`config.mk`:
```
export PLATFORM = sky130hd
export DESIGN_NAME = ex_stage
export DESIGN_NICKNAME = d
export VERILOG_FILES = /design/src/design/ex_isa_pkg.sv /design/src/design/ex_pipe_pkg.sv /design/src/design/ex_alu.sv /design/src/design/ex_mult.sv /design/src/design/ex_writeback.sv /design/src/design/ex_stage.sv
export SDC_FILE = /design/constraint.sdc
export NUM_CORES = 2
export LEC_CHECK = 0
export BUFFER_PORTS_ARGS = -buffer_cell sky130_fd_sc_hd__buf_4
export CORE_MARGIN = 2
export CORE_UTILIZATION = 60
export CTS_BUF_LIST = sky130_fd_sc_hd__clkbuf_16
export DETAILED_ROUTE_END_ITERATION = 8
export PLACE_DENSITY_LB_ADDON = 0.08
export SLEW_MARGIN = 20
export SYNTH_ARGS = -nofsm -noshare
export SYNTH_HDL_FRONTEND = slang
export SYNTH_SLANG_ARGS = --single-unit
```
`constraint.sdc`:
```
create_clock -name clk -period 15.7 [get_ports clk]
set_input_delay 3.14 -clock clk [delete_from_list [all_inputs] [get_ports clk]]
set_output_delay 3.14 -clock clk [all_outputs]
set_load 0.01 [all_outputs]
```
`src/design/ex_isa_pkg.sv`:
```
package ex_isa_pkg;

  //////////////////////////////////////////////////////////////////////
  // Datapath widths
  //////////////////////////////////////////////////////////////////////

  // Integer register width
  localparam int unsigned XLEN = 32;

  // Register file address, upper half reserved for extension registers
  localparam int unsigned REG_ADDR_W = 6;

  // Shift amount width, enough to cover a full word
  localparam int unsigned SHAMT_W = $clog2(XLEN);

  // Operation field widths
  localparam int unsigned ALU_OP_W = 4;
  localparam int unsigned MUL_OP_W = 2;

  //////////////////////////////////////////////////////////////////////
  // Operation encodings
  //////////////////////////////////////////////////////////////////////

  // ALU operations, the whole 4-bit space is used
  typedef enum logic [ALU_OP_W-1:0] {
    ALU_ADD  = 4'h0,
    ALU_SUB  = 4'h1,
    ALU_AND  = 4'h2,
    ALU_OR   = 4'h3,
    ALU_XOR  = 4'h4,
    ALU_SLL  = 4'h5,
    ALU_SRL  = 4'h6,
    ALU_SRA  = 4'h7,
    // Set-less-than writes the flag into bit 0
    ALU_SLTS = 4'h8,
    ALU_SLTU = 4'h9,
    // Branch compares only drive the decision flag
    ALU_EQ   = 4'ha,
    ALU_NE   = 4'hb,
    ALU_LTS  = 4'hc,
    ALU_LTU  = 4'hd,
    ALU_GES  = 4'he,
    ALU_GEU  = 4'hf
  } alu_op_e;

  // Multiplier operations, code 3 is unused
  typedef enum logic [MUL_OP_W-1:0] {
    MUL_MUL = 2'd0,
    MUL_MAC = 2'd1,
    MUL_H   = 2'd2
  } mul_op_e;

endpackage

```
`src/design/ex_pipe_pkg.sv`:
```
package ex_pipe_pkg;

  import ex_isa_pkg::*;

  //////////////////////////////////////////////////////////////////////
  // Requests from decode into the execute units
  //////////////////////////////////////////////////////////////////////

  // One ALU request, 100 bits
  typedef struct packed {
    // Operation to perform
    alu_op_e         operator;
    // Source operands
    logic [XLEN-1:0] operand_a;
    logic [XLEN-1:0] operand_b;
    // Jump target, passed straight to fetch
    logic [XLEN-1:0] operand_c;
  } alu_req_t;

  // One multiplier request, 100 bits
  typedef struct packed {
    // MUL, MAC or MULH
    mul_op_e         operator;
    // Bit 0 marks op_a signed, bit 1 marks op_b signed
    logic [1:0]      signed_mode;
    // Factors
    logic [XLEN-1:0] op_a;
    logic [XLEN-1:0] op_b;
    // Accumulator for MAC
    logic [XLEN-1:0] op_c;
  } mult_req_t;

  //////////////////////////////////////////////////////////////////////
  // Register file write, used by both write ports
  //////////////////////////////////////////////////////////////////////

  // One write, 39 bits
  typedef struct packed {
    // Write strobe
    logic                  we;
    // Destination register
    logic [REG_ADDR_W-1:0] waddr;
    // Write data
    logic [XLEN-1:0]       wdata;
  } rf_wr_t;

endpackage

```
`src/design/ex_alu.sv`:
```
`timescale 1ns/1ns

module ex_alu (
  input  ex_pipe_pkg::alu_req_t        alu_req_i,
  output logic [ex_isa_pkg::XLEN-1:0]  result_o,
  output logic                         cmp_result_o
);

  import ex_isa_pkg::*;

  // Adder path
  logic               sub_en;
  logic               signed_cmp;
  logic [XLEN:0]      adder_a;
  logic [XLEN:0]      adder_b;
  logic [XLEN:0]      adder_sum;
  logic               is_equal;
  logic               is_less;

  // Shifter path
  logic               shift_left;
  logic               shift_arith;
  logic [SHAMT_W-1:0] shamt;
  logic [XLEN-1:0]    shift_in;
  logic signed [XLEN:0] shift_ext;
  logic [XLEN:0]      shift_full;
  logic [XLEN-1:0]    shift_result;

  //////////////////////////////////////////////////////////////////////
  // Shared adder
  //////////////////////////////////////////////////////////////////////

  // Everything except ADD subtracts, compares included
  assign sub_en     = (alu_req_i.operator != ALU_ADD);
  assign signed_cmp = alu_req_i.operator inside {ALU_SLTS, ALU_LTS, ALU_GES};

  // One extra bit so the carry out is the sign of a - b
  assign adder_a = {signed_cmp & alu_req_i.operand_a[XLEN-1], alu_req_i.operand_a};
  assign adder_b = {signed_cmp & alu_req_i.operand_b[XLEN-1], alu_req_i.operand_b}
                   ^ {(XLEN+1){sub_en}};

  // Two's complement, the +1 comes in as carry
  assign adder_sum = adder_a + adder_b + {{XLEN{1'b0}}, sub_en};

  // Equal when the low word of a - b is zero
  assign is_equal = (adder_sum[XLEN-1:0] == '0);
  assign is_less  = adder_sum[XLEN];

  //////////////////////////////////////////////////////////////////////
  // Shared shifter
  //////////////////////////////////////////////////////////////////////

  assign shift_left  = (alu_req_i.operator == ALU_SLL);
  assign shift_arith = (alu_req_i.operator == ALU_SRA);
  assign shamt       = alu_req_i.operand_b[SHAMT_W-1:0];

  // Left shift done as right shift on the bit-reversed word
  always_comb begin
    for (int i = 0; i < XLEN; i++) begin
      shift_in[i] = shift_left ? alu_req_i.operand_a[XLEN-1-i] : alu_req_i.operand_a[i];
    end
  end

  // Sign bit only fills in for SRA
  assign shift_ext  = {shift_arith & shift_in[XLEN-1], shift_in};
  assign shift_full = shift_ext >>> shamt;

  // Undo the reversal for SLL
  always_comb begin
    for (int i = 0; i < XLEN; i++) begin
      shift_result[i] = shift_left ? shift_full[XLEN-1-i] : shift_full[i];
    end
  end

  //////////////////////////////////////////////////////////////////////
  // Result and compare flag
  //////////////////////////////////////////////////////////////////////

  always_comb begin
    result_o     = '0;
    cmp_result_o = 1'b0;
    unique case (alu_req_i.operator)
      ALU_ADD, ALU_SUB:          result_o = adder_sum[XLEN-1:0];
      ALU_AND:                   result_o = alu_req_i.operand_a & alu_req_i.operand_b;
      ALU_OR:                    result_o = alu_req_i.operand_a | alu_req_i.operand_b;
      ALU_XOR:                   result_o = alu_req_i.operand_a ^ alu_req_i.operand_b;
      ALU_SLL, ALU_SRL, ALU_SRA: result_o = shift_result;
      // Set-less-than also drives bit 0
      ALU_SLTS, ALU_SLTU: begin
        cmp_result_o = is_less;
        result_o     = {{(XLEN-1){1'b0}}, is_less};
      end
      // Branch conditions
      ALU_EQ:             cmp_result_o = is_equal;
      ALU_NE:             cmp_result_o = ~is_equal;
      ALU_LTS, ALU_LTU:   cmp_result_o = is_less;
      ALU_GES, ALU_GEU:   cmp_result_o = ~is_less;
    endcase
  end

endmodule

```
`src/design/ex_mult.sv`:
```
`timescale 1ns/1ns

module ex_mult (
  input  logic                         clk,
  input  logic                         rst_n,
  input  logic                         enable_i,
  input  ex_pipe_pkg::mult_req_t       mult_req_i,
  input  logic                         ex_ready_i,
  output logic [ex_isa_pkg::XLEN-1:0]  result_o,
  output logic                         ready_o,
  output logic                         multicycle_o
);

  import ex_isa_pkg::*;

  // MULH sequencing
  typedef enum logic {
    MULH_IDLE,
    MULH_FINISH
  } mulh_state_e;

  mulh_state_e              state_q;
  mulh_state_e              state_d;
  logic                     mulh_start;

  // Product path
  logic signed [XLEN:0]     op_a_ext;
  logic signed [XLEN:0]     op_b_ext;
  logic signed [2*XLEN+1:0] product;
  logic [XLEN-1:0]          prod_lo;
  logic [XLEN-1:0]          prod_hi;
  logic [XLEN-1:0]          mulh_q;

  //////////////////////////////////////////////////////////////////////
  // 33x33 signed multiply covers every signedness mix
  //////////////////////////////////////////////////////////////////////

  // Extend each factor as signed_mode asks
  assign op_a_ext = {mult_req_i.signed_mode[0] & mult_req_i.op_a[XLEN-1], mult_req_i.op_a};
  assign op_b_ext = {mult_req_i.signed_mode[1] & mult_req_i.op_b[XLEN-1], mult_req_i.op_b};

  assign product = op_a_ext * op_b_ext;
  assign prod_lo = product[XLEN-1:0];
  assign prod_hi = product[2*XLEN-1:XLEN];

  //////////////////////////////////////////////////////////////////////
  // MULH state machine
  //////////////////////////////////////////////////////////////////////

  // A new MULH only starts from IDLE
  assign mulh_start = enable_i && (mult_req_i.operator == MUL_H) && (state_q == MULH_IDLE);

  always_comb begin
    state_d = state_q;
    unique case (state_q)
      MULH_IDLE:   if (mulh_start) state_d = MULH_FINISH;
      // Leave only once EX hands the result on
      MULH_FINISH: if (ex_ready_i) state_d = MULH_IDLE;
    endcase
  end

  always_ff @(posedge clk, negedge rst_n) begin
    if (!rst_n) begin
      state_q <= MULH_IDLE;
    end else begin
      state_q <= state_d;
    end
  end

  // High word kept for the FINISH cycle and any stall after it
  always_ff @(posedge clk) begin
    if (mulh_start) begin
      mulh_q <= prod_hi;
    end
  end

  // Stall only in the first MULH cycle
  assign ready_o      = ~mulh_start;
  assign multicycle_o = (state_q == MULH_FINISH);

  // Result select
  always_comb begin
    if (state_q == MULH_FINISH) begin
      result_o = mulh_q;
    end else begin
      unique case (mult_req_i.operator)
        MUL_MAC: result_o = prod_lo + mult_req_i.op_c;
        MUL_H:   result_o = prod_hi;
        default: result_o = prod_lo;
      endcase
    end
  end

  // MULH never stalls EX for more than one cycle
  mult_stall_single_a : assert property (
    @(posedge clk) disable iff (!rst_n) !ready_o |=> ready_o
  );

endmodule

```
`src/design/ex_writeback.sv`:
```
`timescale 1ns/1ns

module ex_writeback (
  input  logic                               clk,
  input  logic                               rst_n,
  // Result sources
  input  logic [ex_isa_pkg::XLEN-1:0]        alu_result_i,
  input  logic [ex_isa_pkg::XLEN-1:0]        mult_result_i,
  input  logic [ex_isa_pkg::XLEN-1:0]        csr_rdata_i,
  input  logic [ex_isa_pkg::XLEN-1:0]        lsu_rdata_i,
  // Control from decode and stall logic
  input  logic                               mult_en_i,
  input  logic                               csr_access_i,
  input  logic                               regfile_alu_we_i,
  input  logic                               regfile_we_i,
  input  logic                               lsu_err_i,
  input  logic                               ex_valid_i,
  input  logic                               wb_ready_i,
  // Destinations
  input  logic [ex_isa_pkg::REG_ADDR_W-1:0]  regfile_alu_waddr_i,
  input  logic [ex_isa_pkg::REG_ADDR_W-1:0]  regfile_waddr_i,
  // Write ports
  output ex_pipe_pkg::rf_wr_t                regfile_alu_fw_o,
  output ex_pipe_pkg::rf_wr_t                regfile_wb_o
);

  import ex_isa_pkg::*;

  // Load write that survives an LSU error
  logic                  lsu_we_d;
  logic                  lsu_we_q;
  logic [REG_ADDR_W-1:0] lsu_waddr_q;

  //////////////////////////////////////////////////////////////////////
  // ALU write port, forwarded in the same cycle
  //////////////////////////////////////////////////////////////////////

  always_comb begin
    regfile_alu_fw_o.we    = regfile_alu_we_i;
    regfile_alu_fw_o.waddr = regfile_alu_waddr_i;
    // CSR wins over the multiplier, ALU is the fallback
    if (csr_access_i) begin
      regfile_alu_fw_o.wdata = csr_rdata_i;
    end else if (mult_en_i) begin
      regfile_alu_fw_o.wdata = mult_result_i;
    end else begin
      regfile_alu_fw_o.wdata = alu_result_i;
    end
  end

  //////////////////////////////////////////////////////////////////////
  // EX/WB register for the LSU write port
  //////////////////////////////////////////////////////////////////////

  // Faulting loads never reach the register file
  assign lsu_we_d = regfile_we_i & ~lsu_err_i;

  always_ff @(posedge clk, negedge rst_n) begin
    if (!rst_n) begin
      lsu_we_q <= 1'b0;
    end else if (ex_valid_i) begin
      lsu_we_q <= lsu_we_d;
    end else if (wb_ready_i) begin
      // Nothing new from EX, drain the slot
      lsu_we_q <= 1'b0;
    end
  end

  // Address follows only real writes
  always_ff @(posedge clk) begin
    if (ex_valid_i && lsu_we_d) begin
      lsu_waddr_q <= regfile_waddr_i;
    end
  end

  // Load data arrives from the LSU in the WB cycle
  always_comb begin
    regfile_wb_o.we    = lsu_we_q;
    regfile_wb_o.waddr = lsu_waddr_q;
    regfile_wb_o.wdata = lsu_rdata_i;
  end

  // EX never signals valid into a stalled WB
  ex_valid_wb_ready_a : assert property (
    @(posedge clk) disable iff (!rst_n) ex_valid_i |-> wb_ready_i
  );

endmodule

```
`src/design/ex_stage.sv`:
```
`timescale 1ns/1ns

module ex_stage (
  input  logic                               clk,
  input  logic                               rst_n,
  // ALU
  input  logic                               alu_en_i,
  input  ex_pipe_pkg::alu_req_t              alu_req_i,
  // Multiplier
  input  logic                               mult_en_i,
  input  ex_pipe_pkg::mult_req_t             mult_req_i,
  output logic                               mult_multicycle_o,
  // CSR read
  input  logic                               csr_access_i,
  input  logic [ex_isa_pkg::XLEN-1:0]        csr_rdata_i,
  // LSU
  input  logic                               lsu_en_i,
  input  logic [ex_isa_pkg::XLEN-1:0]        lsu_rdata_i,
  input  logic                               lsu_ready_ex_i,
  input  logic                               lsu_err_i,
  input  logic                               branch_in_ex_i,
  // Destinations from decode
  input  logic                               regfile_alu_we_i,
  input  logic [ex_isa_pkg::REG_ADDR_W-1:0]  regfile_alu_waddr_i,
  input  logic                               regfile_we_i,
  input  logic [ex_isa_pkg::REG_ADDR_W-1:0]  regfile_waddr_i,
  input  logic                               wb_ready_i,
  // Write ports
  output ex_pipe_pkg::rf_wr_t                regfile_alu_fw_o,
  output ex_pipe_pkg::rf_wr_t                regfile_wb_o,
  // To fetch
  output logic [ex_isa_pkg::XLEN-1:0]        jump_target_o,
  output logic                               branch_decision_o,
  // Stall control
  output logic                               ex_ready_o,
  output logic                               ex_valid_o
);

  import ex_isa_pkg::*;

  logic [XLEN-1:0] alu_result;
  logic            alu_cmp_result;
  logic [XLEN-1:0] mult_result;
  logic            mult_ready;
  // Common condition for ready and valid
  logic            units_ready;

  //////////////////////////////////////////////////////////////////////
  // Execute units
  //////////////////////////////////////////////////////////////////////

  ex_alu u_alu (
    .alu_req_i    (alu_req_i),
    .result_o     (alu_result),
    .cmp_result_o (alu_cmp_result)
  );

  ex_mult u_mult (
    .clk          (clk),
    .rst_n        (rst_n),
    .enable_i     (mult_en_i),
    .mult_req_i   (mult_req_i),
    .ex_ready_i   (ex_ready_o),
    .result_o     (mult_result),
    .ready_o      (mult_ready),
    .multicycle_o (mult_multicycle_o)
  );

  ex_writeback u_writeback (
    .clk                 (clk),
    .rst_n               (rst_n),
    .alu_result_i        (alu_result),
    .mult_result_i       (mult_result),
    .csr_rdata_i         (csr_rdata_i),
    .lsu_rdata_i         (lsu_rdata_i),
    .mult_en_i           (mult_en_i),
    .csr_access_i        (csr_access_i),
    .regfile_alu_we_i    (regfile_alu_we_i),
    .regfile_we_i        (regfile_we_i),
    .lsu_err_i           (lsu_err_i),
    .ex_valid_i          (ex_valid_o),
    .wb_ready_i          (wb_ready_i),
    .regfile_alu_waddr_i (regfile_alu_waddr_i),
    .regfile_waddr_i     (regfile_waddr_i),
    .regfile_alu_fw_o    (regfile_alu_fw_o),
    .regfile_wb_o        (regfile_wb_o)
  );

  // Branches resolve here
  assign branch_decision_o = alu_cmp_result;
  assign jump_target_o     = alu_req_i.operand_c;

  // Stall logic, a branch completes without waiting on WB
  assign units_ready = mult_ready & lsu_ready_ex_i & wb_ready_i;
  assign ex_ready_o  = units_ready | branch_in_ex_i;
  assign ex_valid_o  = (alu_en_i | mult_en_i | csr_access_i | lsu_en_i) & units_ready;

  // Decode issues to one result source at a time
  one_result_source_a : assert property (
    @(posedge clk) disable iff (!rst_n) $onehot0({alu_en_i, mult_en_i, csr_access_i})
  );

endmodule

```
==> results.json <==
{
  "dr_total_vias": 39824,
  "synth_top_area_share_pct": 45.3,
  "hold_viol_final": 0,
  "grt_pass1_wl_um": 242000,
  "dpl.hpwl_um": 129000,
  "worstPathArrival_ps": 12280,
  "syn_nets": 7452,
  "postSynthCellCount": 5696,
  "post-route-min-period_ps": 15420,
  "use_met1_pct": 50.7,
  "ys_warn_count": 0,
  "wl_um": 151000,
  "synth_area_leader_cell": "fa_1",
  "drtPass1Iterations": 9,
  "cts_resized": 0,
  "fill_cells": 7204,
  "cts_tree": "yes",
  "layout-drive-gt1-share_pct": 7.90,
  "synth_area_um2": 49800,
  "crit_family": "adder cells",
  "slew_headroom_pct": 39.7,
  "synth_common_cells": "1231 x inv_1, 1127 x fa_1, 724 x nand2_1, 485 x and2_1, 341 x ha_1",
  "clock_path_buffers": 2,
  "post-route-util_pct": 63.6,
  "placed_cell_area_um2": 52000,
  "fin_area_um2": 52200,
  "multi_input_area_um2": 42300,
  "rows": 105,
  "ys_ff_latch": 40,
  "async_flop_share_pct": 5.00,
  "max_clock_freq_mhz": 64.8,
  "gr-usage-met2_pct": 58.2,
  "wire_per_inst_um": 22.5,
  "h-tree-depth": 2,
  "cts_made_buffers": 5,
  "ys.flop_type": "edfxtp_1",
  "drc": 1,
  "violations": "design-rule violations",
  "clk_pin_slew_worst_paths_ps": 80,
  "viasPerCell": 5.91,
  "dieArea_um2": 85300,
  "grt_overflow": 0,
  "core-area_um2": 82100,
  "insertion_delay_ps": 300,
  "syn_area_per_cell_um2": 8.74,
  "die_w_um": 292,
  "worstMarginPinSlew_ps": 899,
  "ctsHoldBuffers": 0,
  "port_buffers": 259,
  "grtUsageMet3_pct": 7.25,
  "skew_ps": 9.82,
  "ant_nets": 0,
  "seq_area_um2": 1190,
  "yosysMostFrequentCell": "inv_1",
  "grt_pass1_vias": 42110,
  "path_common_cell": "fa_1",
  "track_usage_pct": 36.5,
  "fin_crit_sh_pct": 98.2,
  "cts_setup_buffers": 0,
  "required_ps": 12560,
  "nets": 7416,
  "cts_root_buffer": "clkbuf_16",
  "setup_viol": 0,
  "ys_seq_area_share_pct": 2.39,
  "gp_congestion": 1.01,
  "top_usage_layer": "met2",
  "clock-sinks": 40,
  "yosys-top-cells-area": "fa_1 45%, inv_1 9.3%, ha_1 8.6%",
  "cap_violations": 0,
  "start_kind": "input pin",
  "grt_start_max_net_pins": 59,
  "cp_max_fo": 24,
  "synth-edff-count": 38,
  "io_pins": 402,
  "slowest_stage": "fa_1",
  "crit_path_end_kind": "output pin",
  "critPathKind": "input pin to output pin",
  "crit_buf_inv": 7,
  "hp-class": "register to register",
  "ys_types": 81,
  "report.final.slew_viol_count": 0,
  "max_stage_delay_ps": 570,
  "antenna_found_initial": 4,
  "area_growth_pct": 4.91,
  "initial_core_util_pct": 60.6,
  "drtIter0Drc": 3238,
  "outcome": "finished, violations left",
  "chipHeight_um": 292
}
==> worst reg2reg max path: cells and delay by family (launching register included) <==
family | cells | cell delay (ps)
flip-flops | 1 | 620
buffers and inverters | 2 | 520
AND/OR/NAND/NOR | 2 | 920
==> kinds of logic after synthesis <==
kind of cell             after synthesis  share of synthesized area, %
adder cells (fa/ha/maj)             1468                          53.9
flip-flops                            40                          2.39
multiplexers                         106                          2.93
AND/OR/NAND/NOR                     1591                          15.6
AO/OA/AOI/OAI                        713                          9.67
buffers and inverters               1624                          12.8
XOR/XNOR                             154                          2.71
==> stage by stage <==
stage / std cells / TNS (ps) / setup slack [ps] / hold slack [ps]
3_3_place_gp: 6723 / 0 / 183 / 473
3_5_place_dp: 6723 / 0 / 78.7 / 477
2_1_floorplan: 5696 / 0 / 1000 / 455
5_1_grt: 6734 / -13.1 / -13.1 / 522
6_report: 6734 / 0 / 276 / 492
4_1_cts: 6731 / 0 / 56.3 / 494
==> final timing paths <==
| check | depth (start not counted) | from | slack (ps) | endpoint |
|---|---|---|---|---|
| max reg2reg | 4 | u_mult.multicycle_o | 13250 | u_mult.mulh_q[24] |
| max in group asynchronous | 1 | rst_n | 13020 | u_mult.multicycle_o |
| max | 34 | mult_req_i[34] | 280 | regfile_alu_fw_o[31] |
| min | 1 | u_writeback.lsu_we_q | 490 | u_writeback.lsu_we_q |
| min reg2reg | 1 | u_writeback.lsu_we_q | 490 | u_writeback.lsu_we_q |
| min in group asynchronous | 1 | rst_n | 2600 | u_writeback.lsu_we_q |
==> state kept, by name, summed over array words and instances, names as in the netlist <==
signal,count
u_mult.mulh_q,32
u_mult.multicycle_o,1
u_writeback.lsu_waddr_q,6
u_writeback.lsu_we_q,1
==> cell usage in the layout (no fill, tap or decap), types with 8 or more instances in the layout <==
cell type and instances:
nor2b_1 20, or2_2 19, a211oi_1 27, o22ai_1 11
and2_1 484, mux2_2 9, edfxtp_1 38, a211o_1 8
o21ai_0 118, mux4_2 31, and3_1 38, a21o_1 77
a221oi_1 54, mux2i_1 66, o21a_1 23, a21oi_1 177
nand4_1 20, o21ai_1 9, o21bai_1 22, nand2_1 724
nor2_1 141, o31ai_1 18, nand2b_1 16, inv_1 1231
xor2_1 33, a31oi_1 20, buf_4 340, nor3_1 42
o211ai_1 20, o221ai_1 24, fa_1 1127, nand3_1 44
xnor2_1 120, a22oi_1 18, ha_1 341
==> metal layers <==
layer / wire length [um] / part of all wire (%)
met1: 61100 / 40
met3: 15300 / 10
met5: 0 / 0
met2: 69400 / 46
met4: 5360 / 3.5
==> cell type report <==
type                    count  share of cell area (%)
flip-flops and latches     40                    2.28
inverters                1237                    8.89
repair buffers            344                    4.98
clock inverters             3                  0.0887
diodes                      3                  0.0144
clock buffers               5                   0.240
well taps                1070                    2.56
multi-input cells        4032                    80.9
Power is left out: the tool's default activity adds up to more than one toggle a clock period on the data nets, which glitch-free logic cannot reach.
